--- config.mk ---
export PLATFORM = sky130hd
export DESIGN_NAME = executeCore
export DESIGN_NICKNAME = d
export VERILOG_FILES = /design/src/source/aluPkg.sv /design/src/source/regPkg.sv /design/src/source/arithLogicUnit.sv /design/src/source/executeCore.sv /design/src/source/registerFile.sv /design/src/source/resultSelect.sv /design/src/source/shiftMultiplyUnit.sv
export SDC_FILE = /design/constraint.sdc
export NUM_CORES = 1
export LEC_CHECK = 0
export ABC_AREA = 1
export BUFFER_PORTS_ARGS = -buffer_cell sky130_fd_sc_hd__buf_2
export CAP_MARGIN = 15
export CORE_AREA = 2 2 207 229
export DETAILED_ROUTE_END_ITERATION = 12
export DIE_AREA = 0 0 209 231
export GPL_TIMING_DRIVEN = 0
export MAX_ROUTING_LAYER = met4
export PLACE_DENSITY = 0.82
export RECOVER_POWER = 50
export SLEW_MARGIN = 20
export SYNTH_ARGS = -nofsm -noshare
export SYNTH_HDL_FRONTEND = slang
export SYNTH_SLANG_ARGS = --single-unit
export TNS_END_PERCENT = 50
--- constraint.sdc ---
create_clock -name clk -period 13.2 [get_ports clk]
set_input_delay 0.66 -clock clk [delete_from_list [all_inputs] [get_ports clk]]
set_output_delay 0.66 -clock clk [all_outputs]
set_load 0.05 [all_outputs]
--- src/source/aluPkg.sv ---
`default_nettype none

package aluPkg;

	////////////////////////////////////////////////////////////////////////////
	// Datapath widths
	////////////////////////////////////////////////////////////////////////////

	localparam int dataWidth = 16;
	localparam int opcodeWidth = 4;

	// Low opcode bits that pick the operation inside one unit
	localparam int funcWidth = 3;

	// Shift count taken from the bottom of operand A
	localparam int shiftWidth = 4;

	// Q2.14 result window in the 32-bit product
	localparam int fmulLow = 14;
	localparam int fmulHigh = 29;

	////////////////////////////////////////////////////////////////////////////
	// Opcodes, top bit picks the shift and multiply unit
	////////////////////////////////////////////////////////////////////////////

	localparam logic [opcodeWidth-1:0] opAdd = 4'd0;
	localparam logic [opcodeWidth-1:0] opSub = 4'd1;
	localparam logic [opcodeWidth-1:0] opCmp = 4'd2;
	localparam logic [opcodeWidth-1:0] opCmpr = 4'd3;
	localparam logic [opcodeWidth-1:0] opAnd = 4'd4;
	localparam logic [opcodeWidth-1:0] opOr = 4'd5;
	localparam logic [opcodeWidth-1:0] opXor = 4'd6;
	localparam logic [opcodeWidth-1:0] opNot = 4'd7;
	localparam logic [opcodeWidth-1:0] opLsh = 4'd8;
	localparam logic [opcodeWidth-1:0] opRsh = 4'd9;
	localparam logic [opcodeWidth-1:0] opArsh = 4'd10;
	localparam logic [opcodeWidth-1:0] opMul = 4'd11;
	localparam logic [opcodeWidth-1:0] opFmul = 4'd12;

	// Bit positions in the registered flag word
	localparam int flagWidth = 3;
	localparam int flagZero = 0;
	localparam int flagNegative = 1;
	localparam int flagLow = 2;

endpackage

`default_nettype wire

--- src/source/regPkg.sv ---
`default_nettype none

package regPkg;

	// Register file geometry
	localparam int regCount = 16;
	localparam int regAddrWidth = $clog2(regCount);

endpackage

`default_nettype wire

--- src/source/arithLogicUnit.sv ---
`default_nettype none

module arithLogicUnit
(
	input wire [aluPkg::opcodeWidth-1:0] opcode,
	input wire [aluPkg::dataWidth-1:0] a,
	input wire [aluPkg::dataWidth-1:0] b,
	output logic [aluPkg::dataWidth-1:0] result,
	output logic low,
	output logic negative,
	output logic zero
);

	logic [aluPkg::opcodeWidth-1:0] unitOp;
	logic signedLess;
	logic signedGreater;
	logic unsignedLess;
	logic unsignedGreater;
	logic equal;

	// Only the low bits matter here, the top bit is always clear
	assign unitOp = {1'b0, opcode[aluPkg::funcWidth-1:0]};

	assign signedLess = $signed(a) < $signed(b);
	assign signedGreater = $signed(b) < $signed(a);
	assign unsignedLess = a < b;
	assign unsignedGreater = b < a;
	assign equal = a == b;

	always_comb
	begin
		result = '0;
		low = 1'b0;
		negative = 1'b0;
		zero = 1'b0;
		case (unitOp)
			aluPkg::opAdd:
			begin
				result = a + b;
				low = signedLess;
				negative = result[aluPkg::dataWidth-1];
				zero = result == '0;
			end
			aluPkg::opSub:
			begin
				result = a - b;
				low = signedLess;
				negative = result[aluPkg::dataWidth-1];
				zero = equal;
			end
			// Compares leave the result at zero
			aluPkg::opCmp:
			begin
				low = unsignedLess;
				negative = signedLess;
				zero = equal;
			end
			aluPkg::opCmpr:
			begin
				low = unsignedGreater;
				negative = signedGreater;
				zero = equal;
			end
			aluPkg::opAnd, aluPkg::opOr, aluPkg::opXor:
			begin
				if (unitOp == aluPkg::opAnd)
					result = a & b;
				else if (unitOp == aluPkg::opOr)
					result = a | b;
				else
					result = a ^ b;
				low = unsignedLess;
				negative = result[aluPkg::dataWidth-1];
				zero = result == '0;
			end
			default:
			begin
				result = ~a;
				negative = result[aluPkg::dataWidth-1];
				zero = result == '0;
			end
		endcase
	end

endmodule

`default_nettype wire

--- src/source/executeCore.sv ---
`default_nettype none

module executeCore
(
	input wire clk,
	input wire rst,
	input wire load,
	input wire [regPkg::regAddrWidth-1:0] loadAddr,
	input wire [aluPkg::dataWidth-1:0] loadData,
	input wire issue,
	input wire [aluPkg::opcodeWidth-1:0] opcode,
	input wire [regPkg::regAddrWidth-1:0] srcA,
	input wire [regPkg::regAddrWidth-1:0] srcB,
	input wire [regPkg::regAddrWidth-1:0] dst,
	output logic [aluPkg::dataWidth-1:0] result,
	output logic [aluPkg::dataWidth-1:0] high,
	output logic low,
	output logic negative,
	output logic zero,
	output logic done
);

	logic [aluPkg::dataWidth-1:0] operandA;
	logic [aluPkg::dataWidth-1:0] operandB;
	logic [aluPkg::dataWidth-1:0] aluResult;
	logic aluLow;
	logic aluNegative;
	logic aluZero;
	logic [aluPkg::dataWidth-1:0] shiftResult;
	logic [aluPkg::dataWidth-1:0] shiftHigh;
	logic shiftZero;
	logic writeEnable;
	logic [regPkg::regAddrWidth-1:0] writeAddr;
	logic [aluPkg::dataWidth-1:0] writeData;
	logic portEnable;
	logic [regPkg::regAddrWidth-1:0] portAddr;
	logic [aluPkg::dataWidth-1:0] portData;

	// External load beats writeback on the shared port
	assign portEnable = load || writeEnable;
	assign portAddr = load ? loadAddr : writeAddr;
	assign portData = load ? loadData : writeData;

	registerFile regFile
	(
		.clk(clk),
		.rst(rst),
		.writeEnable(portEnable),
		.writeAddr(portAddr),
		.writeData(portData),
		.readAddrA(srcA),
		.readAddrB(srcB),
		.readDataA(operandA),
		.readDataB(operandB)
	);

	// Both units see the same operands every cycle
	arithLogicUnit alu
	(
		.opcode(opcode),
		.a(operandA),
		.b(operandB),
		.result(aluResult),
		.low(aluLow),
		.negative(aluNegative),
		.zero(aluZero)
	);

	shiftMultiplyUnit shiftMul
	(
		.opcode(opcode),
		.a(operandA),
		.b(operandB),
		.result(shiftResult),
		.high(shiftHigh),
		.zero(shiftZero)
	);

	resultSelect select
	(
		.clk(clk),
		.rst(rst),
		.issue(issue),
		.opcode(opcode),
		.dst(dst),
		.aluResult(aluResult),
		.aluLow(aluLow),
		.aluNegative(aluNegative),
		.aluZero(aluZero),
		.shiftResult(shiftResult),
		.shiftHigh(shiftHigh),
		.shiftZero(shiftZero),
		.writeEnable(writeEnable),
		.writeAddr(writeAddr),
		.writeData(writeData),
		.result(result),
		.high(high),
		.low(low),
		.negative(negative),
		.zero(zero),
		.done(done)
	);

endmodule

`default_nettype wire

--- src/source/registerFile.sv ---
`default_nettype none

module registerFile
(
	input wire clk,
	input wire rst,
	input wire writeEnable,
	input wire [regPkg::regAddrWidth-1:0] writeAddr,
	input wire [aluPkg::dataWidth-1:0] writeData,
	input wire [regPkg::regAddrWidth-1:0] readAddrA,
	input wire [regPkg::regAddrWidth-1:0] readAddrB,
	output logic [aluPkg::dataWidth-1:0] readDataA,
	output logic [aluPkg::dataWidth-1:0] readDataB
);

	logic [aluPkg::dataWidth-1:0] regs [regPkg::regCount];

	// Single write port, all registers start at zero
	always_ff @(posedge clk)
	begin
		if (rst)
		begin
			for (int i = 0; i < regPkg::regCount; i++)
			begin
				regs[i] <= '0;
			end
		end
		else if (writeEnable)
		begin
			regs[writeAddr] <= writeData;
		end
	end

	// Reads are combinational
	assign readDataA = regs[readAddrA];
	assign readDataB = regs[readAddrB];

endmodule

`default_nettype wire

--- src/source/resultSelect.sv ---
`default_nettype none

module resultSelect
(
	input wire clk,
	input wire rst,
	input wire issue,
	input wire [aluPkg::opcodeWidth-1:0] opcode,
	input wire [regPkg::regAddrWidth-1:0] dst,
	input wire [aluPkg::dataWidth-1:0] aluResult,
	input wire aluLow,
	input wire aluNegative,
	input wire aluZero,
	input wire [aluPkg::dataWidth-1:0] shiftResult,
	input wire [aluPkg::dataWidth-1:0] shiftHigh,
	input wire shiftZero,
	output logic writeEnable,
	output logic [regPkg::regAddrWidth-1:0] writeAddr,
	output logic [aluPkg::dataWidth-1:0] writeData,
	output logic [aluPkg::dataWidth-1:0] result,
	output logic [aluPkg::dataWidth-1:0] high,
	output logic low,
	output logic negative,
	output logic zero,
	output logic done
);

	logic useShift;
	logic illegal;
	logic isCompare;
	logic [aluPkg::dataWidth-1:0] nextResult;
	logic [aluPkg::dataWidth-1:0] nextHigh;
	logic [aluPkg::flagWidth-1:0] nextFlags;
	logic [aluPkg::flagWidth-1:0] flags;

	////////////////////////////////////////////////////////////////////////////
	// Decode and unit choice
	////////////////////////////////////////////////////////////////////////////

	assign useShift = opcode[aluPkg::opcodeWidth-1];
	assign illegal = opcode > aluPkg::opFmul;
	assign isCompare = (opcode == aluPkg::opCmp) || (opcode == aluPkg::opCmpr);

	always_comb
	begin
		nextResult = '0;
		nextHigh = '0;
		nextFlags = '0;
		if (!illegal && useShift)
		begin
			nextResult = shiftResult;
			nextHigh = shiftHigh;
			nextFlags[aluPkg::flagZero] = shiftZero;
		end
		else if (!illegal)
		begin
			nextResult = aluResult;
			nextFlags[aluPkg::flagLow] = aluLow;
			nextFlags[aluPkg::flagNegative] = aluNegative;
			nextFlags[aluPkg::flagZero] = aluZero;
		end
	end

	// Writeback lands on the issue edge itself
	assign writeEnable = issue && !isCompare && !illegal;
	assign writeAddr = dst;
	assign writeData = nextResult;

	////////////////////////////////////////////////////////////////////////////
	// Output registers
	////////////////////////////////////////////////////////////////////////////

	always_ff @(posedge clk)
	begin
		if (rst)
		begin
			done <= 1'b0;
			result <= '0;
			high <= '0;
			flags <= '0;
		end
		else
		begin
			done <= issue;
			// Hold everything until the next issue
			if (issue)
			begin
				result <= nextResult;
				high <= nextHigh;
				flags <= nextFlags;
			end
		end
	end

	assign low = flags[aluPkg::flagLow];
	assign negative = flags[aluPkg::flagNegative];
	assign zero = flags[aluPkg::flagZero];

endmodule

`default_nettype wire

--- src/source/shiftMultiplyUnit.sv ---
`default_nettype none

module shiftMultiplyUnit
(
	input wire [aluPkg::opcodeWidth-1:0] opcode,
	input wire [aluPkg::dataWidth-1:0] a,
	input wire [aluPkg::dataWidth-1:0] b,
	output logic [aluPkg::dataWidth-1:0] result,
	output logic [aluPkg::dataWidth-1:0] high,
	output logic zero
);

	logic [aluPkg::opcodeWidth-1:0] unitOp;
	logic [aluPkg::shiftWidth-1:0] shiftAmount;
	logic [2*aluPkg::dataWidth-1:0] product;

	// This unit owns the upper half of the opcode space
	assign unitOp = {1'b1, opcode[aluPkg::funcWidth-1:0]};
	assign shiftAmount = a[aluPkg::shiftWidth-1:0];

	// One unsigned multiplier shared by MUL and FMUL
	assign product = a * b;

	always_comb
	begin
		result = '0;
		high = '0;
		zero = 1'b0;
		case (unitOp)
			aluPkg::opLsh:
				result = b << shiftAmount;
			aluPkg::opRsh:
				result = b >> shiftAmount;
			aluPkg::opArsh:
				result = $signed(b) >>> shiftAmount;
			aluPkg::opMul:
			begin
				high = product[2*aluPkg::dataWidth-1:aluPkg::dataWidth];
				result = product[aluPkg::dataWidth-1:0];
			end
			aluPkg::opFmul:
				result = product[aluPkg::fmulHigh:aluPkg::fmulLow];
			default:
				result = '0;
		endcase

		// Zero looks at the low half only, codes 13 to 15 report nothing
		if (unitOp <= aluPkg::opFmul)
			zero = result == '0;
	end

endmodule

`default_nettype wire

==> impl_metrics.py, run 1 <==
metrics = {
    "status": {
        "status": "finished clean",
    },
    "worst_setup_path": {
        "rrSetupSlack_ns": 3.55,
        "crit_path_start_kind": "input port",
        "cp_max_fo": 11,
        "reg2reg_to": "regFile.regs[0][7]$_SDFFCE_PN0P_",
        "end_kind": "register",
        "slowest_delay_ns": 0.77,
        "arrival_ns": 10.80,
        "crit_path_frequent_cell": "fa_1",
        "required_ns": 13.50,
        "r2r_cells": 32,
        "path_class": "in -> reg",
        "reg2reg_from": "regFile.regs[13][9]$_SDFFCE_PN0P_",
        "slowest_stage": "nand2_1",
        "startpoint": "srcA[1]",
    },
    "timing": {
        "drv_slew": 0,
        "tns_ns": 0,
        "hold_viol": 0,
        "fin_crit_ns": 10.50,
        "period_share": 0.7954,
        "clock.fmax_mhz": 95.25,
        "setup_viol": 0,
        "fin_skew_ns": 0.02504,
        "worst_slew_pin_slew_ns": 1.231,
        "slew_headroom": 0.1752,
        "rsz0062_at_grt": "no",
    },
    "yosys": {
        "synth_nets": 4315,
        "yosysTopAreaCell": "edfxtp_1",
        "syn_area_per_cell_sq_um": 7.562,
        "synth_cell_type_count": 59,
        "synth-seq-cells": 292,
        "netlist_instances": 3911,
        "synth.top_cell.area_share": 0.2599,
        "ys_seq_area_frac": 0.2843,
        "ys_top_cells_by_area": "edfxtp_1 (26%), fa_1 (13%), nand2_1 (10%)",
        "yosysWarningCount": 0,
        "synthesis.area_sq_mm": 0.02957,
    },
    "clock_network": {
        "cts_buffers": 30,
        "clock-root-buffer": "clkbuf_16",
        "cts_num_sinks": 292,
        "clk_path_buf_depth": 3,
        "clkLatencyLatePin_ns": 0.59,
        "htreeDepth": 1,
        "cts_setup_buffers": 0,
        "clk_pin_slew_ns": 0.07,
        "cts_resized": 0,
        "cts_tree": "done",
        "postCtsHoldBufs": 0,
    },
    "run": {
        "cap_violations": 0,
    },
    "finish": {
        "syn_to_final_growth_pct": 6.757,
        "drive_gt1_frac": 0.08335,
        "fin_cells": 4628,
        "finalNetCount": 4412,
        "fillers": 3903,
    },
    "route": {
        "top_layer_used": "met4",
        "wl_met3_mm": 14.31,
        "finalWirelength_mm": 120.1,
        "vias": 29410,
        "route.detailed.drc": 0,
        "dr_wl_met2_mm": 53.98,
        "drt_iter0_markers": 4245,
        "ant_nets": 0,
        "avgViaCountPerCell": 6.355,
        "met1_length_mm": 39.04,
        "firstDrtPassIters": 9,
        "avgRoutedWirePerCell_um": 25.95,
    },
    "hold_path": {
        "hold_class": "reg -> reg",
        "worstHoldStart": "select.high[15]$_SDFFE_PP0P_",
        "min_path_cells": 2,
        "worstHoldEndpoint": "select.high[15]$_SDFFE_PP0P_",
    },
    "placed_design": {
        "place_inst": 4571,
        "dp_hpwl_mm": 92.64,
        "routabilityCongestion": 1.091,
        "portBuffers": 65,
    },
    "power_and_ir_drop": {
        "peakVddDrop_mv": 1.018,
        "cellLeakagePower_nw": 15.05,
        "cellPowerDensity_mw_per_mm2": 257.6,
    },
    "die": {
        "die_area_sq_mm": 0.04828,
        "rows": 83,
        "core-area_sq_mm": 0.04621,
        "ios": 76,
        "die_w_um": 209,
        "start_util": 0.6399,
        "die_h_um": 231,
    },
    "global_route": {
        "grt_usage": 0.5079,
        "grt_pass1_wl_mm": 174.9,
        "first_global_vias": 28550,
        "antenna_found_initial": 3,
        "grt-ovfl-total": 0,
        "grt_max_degree": 17,
    },
}
worst max-delay path by stage:
| stage | end | depth (start not counted) |
|---|---|---|
| global route | regFile.regs[1][6]$_SDFFCE_PN0P_ | 37 |
| finish | regFile.regs[0][7]$_SDFFCE_PN0P_ | 34 |
| detailed placement | regFile.regs[9][6]$_SDFFCE_PN0P_ | 37 |
| CTS | regFile.regs[1][6]$_SDFFCE_PN0P_ | 37 |
| global placement | regFile.regs[1][7]$_SDFFCE_PN0P_ | 34 |
| floorplan | regFile.regs[0][9]$_SDFFCE_PN0P_ | 40 |
placed cells by master (no fill, tap or decap), types with 24 or more instances in the layout:
cell and count:
dfxtp_1 36, nand3_1 375, nand2_2 26, inv_1 640, o21ai_0 211, o211ai_1 103
ha_1 168, nor2_1 382, buf_4 40, fa_1 196, nor2_2 44, buf_6 24
clkbuf_16 31, nand2_1 798, buf_2 84, clkbuf_1 121, a21oi_1 213, edfxtp_1 256
o221ai_1 25
sequential cells by signal, indices dropped and copies added, names as in the netlist:
name / cells
regFile.regs: 256
select.high: 16
select.result: 16
select.flags: 3
select.done: 1
synthesized netlist by cell type, drive strengths merged:
cell / number
a211oi: 1
a21boi: 2
a21o: 5
a21oi: 215
a221oi: 2
a31o: 1
a31oi: 4
a32oi: 1
a41oi: 1
and3: 1
buf: 143
clkbuf: 80
clkinv: 3
dfxtp: 36
edfxtp: 256
fa: 196
ha: 168
inv: 650
mux2i: 9
nand2: 825
nand3: 380
nand3b: 3
nand4: 13
nor2: 426
nor3: 21
nor3b: 1
nor4: 6
o2111ai: 3
o211a: 1
o211ai: 104
o21a: 2
o21ai: 237
o21bai: 4
o221ai: 25
o22ai: 11
o311ai: 2
o31ai: 4
o32ai: 1
or2: 42
xnor2: 6
xor2: 20
critical path, delay by kind of cell:
family | cells | cell delay, ns
compound gates | 8 | 2.07
xor+xnor | 1 | 0.30
fa+ha+maj | 8 | 3.68
buf+inv | 10 | 2.45
simple gates | 7 | 1.56
final cells by class:
| class | count | area, sq um | share of cell area |
|---|---|---|---|
| antenna | 2 | 5.005 | 0.0001585 |
| buffer | 223 | 1236 | 0.03916 |
| clock buffer | 35 | 790.8 | 0.02505 |
| clock inverter | 20 | 173.9 | 0.005509 |
| inverter | 653 | 2451 | 0.07764 |
| multi-input combinational | 2743 | 17480 | 0.5537 |
| sequential | 292 | 8408 | 0.2663 |
| tap | 595 | 744.5 | 0.02358 |
| timing repair buffer | 65 | 280.3 | 0.008877 |
per-stage QoR:
step | hold slack (ns) | area (sq um) | setup WS, ns | utilization | total power, mW
after global routing | 0.4914 | 31570 | 2.765 | 0.6832 | 8.648
after CTS | 0.4675 | 31610 | 3.275 | 0.6841 | 7.913
final | 0.4669 | 31570 | 2.701 | 0.6832 | 8.134
after global placement | 0.4493 | 30640 | 2.768 | 0.6631 | 6.963
after detailed placement | 0.4575 | 30650 | 2.708 | 0.6632 | 7.040
after floorplan | 0.6856 | 29570 | 5.315 | - | 5.151
routing by layer:
metal / global-route usage / up-vias
met5: - / -
met4: 0.4366 / 0
met3: 0.09917 / 715
met2: 0.7950 / 2422
met1: 0.5588 / 13460
li1: - / 12810
cell families (layout without fill, tap and decap cells):
| logic type | after synthesis | in the layout | synth area share |
|---|---|---|---|
| AOI/OAI and AO/OA | 626 | 626 | 0.1247 |
| and+or+nand+nor | 1718 | 1718 | 0.2480 |
| buffers and inverters | 876 | 996 | 0.1247 |
| other | 0 | 2 | 0 |
| xor gates and xnor gates | 26 | 26 | 0.007700 |
| DFF | 292 | 292 | 0.2843 |
| muxes | 9 | 9 | 0.006854 |
| adders and majority gates | 364 | 364 | 0.2038 |
report_power, final:
group / switching [mW] / internal [mW] / leakage [nW]
sequential: 0.0282 / 1.06 / 2.93
clock: 0.392 / 0.469 / 0.457
combinational: 4.25 / 1.93 / 11.7
Note: power is estimated with default switching activity, not from simulation.
==> run 2: changes to the inputs <==
Clock period 13.2 ns to 9.9 ns, I/O delays scaled along.
==> run 2 against run 1 <==
  * The run now ends with setup timing left
  * Total power is 34% higher
  * Clock skew is 0.0057 ns higher
  * Via count hardly changed
  * Non-clock buffer count stayed put
  * Design area hardly changed
  * Clock power is 33% higher
  * Flip-flop and latch count stayed put
  * Sequential share of layout area hardly changed
  * Routed wire length is 0.24% lower
  * Sequential power is 33% higher
  * Critical path type unchanged
  * Largest cell class unchanged
==> impl_metrics.py, run 2 (synthesized netlist as in run 1, its figures left out) <==
metrics = {
    "worst_setup_path": {
        "rrSetupSlack_ns": 0.39,
        "required_ns": 10.20,
        "crit_path_frequent_cell": "fa_1",
        "reg2reg_to": "regFile.regs[0][7]$_SDFFCE_PN0P_",
        "reg2reg_from": "regFile.regs[14][8]$_SDFFCE_PN0P_",
        "r2r_cells": 34,
        "arrival_ns": 10.41,
        "slowest_stage": "clkbuf_1",
        "cp_max_fo": 11,
        "crit_path_start_kind": "input port",
        "slowest_delay_ns": 0.74,
        "path_class": "in -> reg",
        "end_kind": "register",
    },
    "finish": {
        "largest_reg_flops": 256,
        "regMostFlops": "regFile.regs",
        "finalNetCount": 4412,
        "final_common_cell": "nand2_1",
        "top_regs": "regFile.regs x256, select.high x16, select.result x16",
        "fillers": 3901,
        "syn_to_final_growth_pct": 6.799,
        "finalInstanceArea_sq_mm": 0.03158,
        "drive_gt1_frac": 0.08509,
        "final_cell_mix": "nand2_1 (795), inv_1 (640), nor2_1 (382)",
    },
    "timing": {
        "period_share": 1.021,
        "clock.fmax_mhz": 98.91,
        "rsz0062_at_grt": "no",
        "drv_slew": 0,
        "hold_viol": 0,
        "fin_ws_ns": -0.2099,
        "fin_skew_ns": 0.03070,
        "worst_slew_pin_slew_ns": 1.198,
        "slew_headroom": 0.1967,
        "setup_viol": 10,
        "fin_crit_ns": 10.11,
    },
    "power_and_ir_drop": {
        "cellLeakagePower_nw": 15.06,
        "cellPowerDensity_mw_per_mm2": 344.1,
        "report.power.total_mw": 10.87,
        "peakVddDrop_mv": 1.358,
    },
    "route": {
        "drt_iter0_markers": 4274,
        "avgViaCountPerCell": 6.350,
        "finalWirelength_mm": 119.8,
        "vias": 29390,
        "avgRoutedWirePerCell_um": 25.89,
        "route.detailed.drc": 0,
        "firstDrtPassIters": 9,
        "ant_nets": 0,
    },
    "die": {
        "rows": 83,
        "core-area_sq_mm": 0.04621,
        "die_area_sq_mm": 0.04828,
        "start_util": 0.6399,
        "die_w_um": 209,
        "die_h_um": 231,
        "ios": 76,
    },
    "global_route": {
        "grt_usage": 0.5079,
        "grt_pass1_wl_mm": 174.9,
        "first_global_vias": 28550,
        "grt-ovfl-total": 0,
        "antenna_found_initial": 3,
        "grt_max_degree": 17,
    },
    "hold_path": {
        "min_path_cells": 3,
        "hold_class": "in -> reg",
        "worstHoldStart": "loadData[10]",
        "worstHoldEndpoint": "regFile.regs[4][10]$_SDFFCE_PN0P_",
    },
    "clock_network": {
        "clk_pin_slew_ns": 0.07,
        "cts_setup_buffers": 0,
        "postCtsHoldBufs": 0,
        "clk_path_buf_depth": 3,
        "cts_resized": 0,
        "cts_buffers": 30,
        "clkLatencyLatePin_ns": 0.60,
        "htreeDepth": 1,
        "cts_num_sinks": 292,
        "cts_tree": "done",
        "clock-root-buffer": "clkbuf_16",
    },
    "status": {
        "violations": "setup timing",
        "status": "finished with violations",
    },
    "placed_design": {
        "routabilityCongestion": 1.091,
        "dp_hpwl_mm": 92.64,
        "pre_cts_ws_ns": -0.4271,
        "portBuffers": 65,
        "postPlaceCellArea_sq_mm": 0.03065,
    },
    "run": {
        "cap_violations": 0,
    },
}
[run 2: cell count changes in the layout (fill, tap and decap cells not counted)]
cell      before  now
clkbuf_1     121  117
clkbuf_2       0    4
nand2_1      798  795
nand2_2       26   29
[run 2: worst max path at each step]
stage,start,end,slack [ns],cells past startpoint
after floorplan,srcA[1],regFile.regs[0][9]$_SDFFCE_PN0P_,2.18,40
after global placement,srcA[1],regFile.regs[1][7]$_SDFFCE_PN0P_,-0.37,34
after detailed placement,srcA[1],regFile.regs[9][6]$_SDFFCE_PN0P_,-0.43,37
after CTS,srcA[1],regFile.regs[1][6]$_SDFFCE_PN0P_,0.14,37
after global routing,srcA[1],regFile.regs[1][6]$_SDFFCE_PN0P_,0.02,35
final,srcA[0],regFile.regs[0][7]$_SDFFCE_PN0P_,-0.21,37
[run 2: critical path: cells and delay by family]
| kind | cells | cell delay [ns] |
|---|---|---|
| xor+xnor | 1 | 0.32 |
| compound gates | 3 | 0.81 |
| buf+inv | 12 | 2.63 |
| fa+ha+maj | 8 | 3.77 |
| simple gates | 13 | 2.31 |
[run 2: cell type report]
cell class,instances,area [sq um],area share
Antenna cell,2,5.005,0.0001585
Inverter,653,2451,0.07761
Timing Repair Buffer,65,280.3,0.008874
Tap cell,595,744.5,0.02357
Buffer,223,1241,0.03930
Clock buffer,35,790.8,0.02504
Multi-Input combinational cell,2743,17490,0.5537
Sequential cell,292,8408,0.2662
Clock inverter,20,173.9,0.005506
[run 2: metal layers]
layer	global-route usage	wire length, um	up-vias
met4	0.4366	12960	0
met5	-	0	-
met1	0.5588	39190	13500
met2	0.7950	53820	2369
met3	0.09917	13860	706
li1	-	-	12810
[run 2: through the flow]
step           hold WS [ns]  setup TNS, ns  utilization  cells
3_5_place_dp         0.4575         -23.52       0.6632   4571
5_1_grt              0.3408              0       0.6834   4628
3_3_place_gp         0.4493         -19.89       0.6631   4571
4_1_cts              0.3036              0       0.6841   4626
2_1_floorplan        0.6856              0            -   3911
6_report             0.3097         -1.723       0.6834   4628
[run 2: report_power, final]
| part | switching [mW] | internal, mW |
|---|---|---|
| Clock | 0.521 | 0.626 |
| Sequential | 0.0378 | 1.42 |
| Combinational | 5.69 | 2.58 |
| Total | 6.25 | 4.62 |
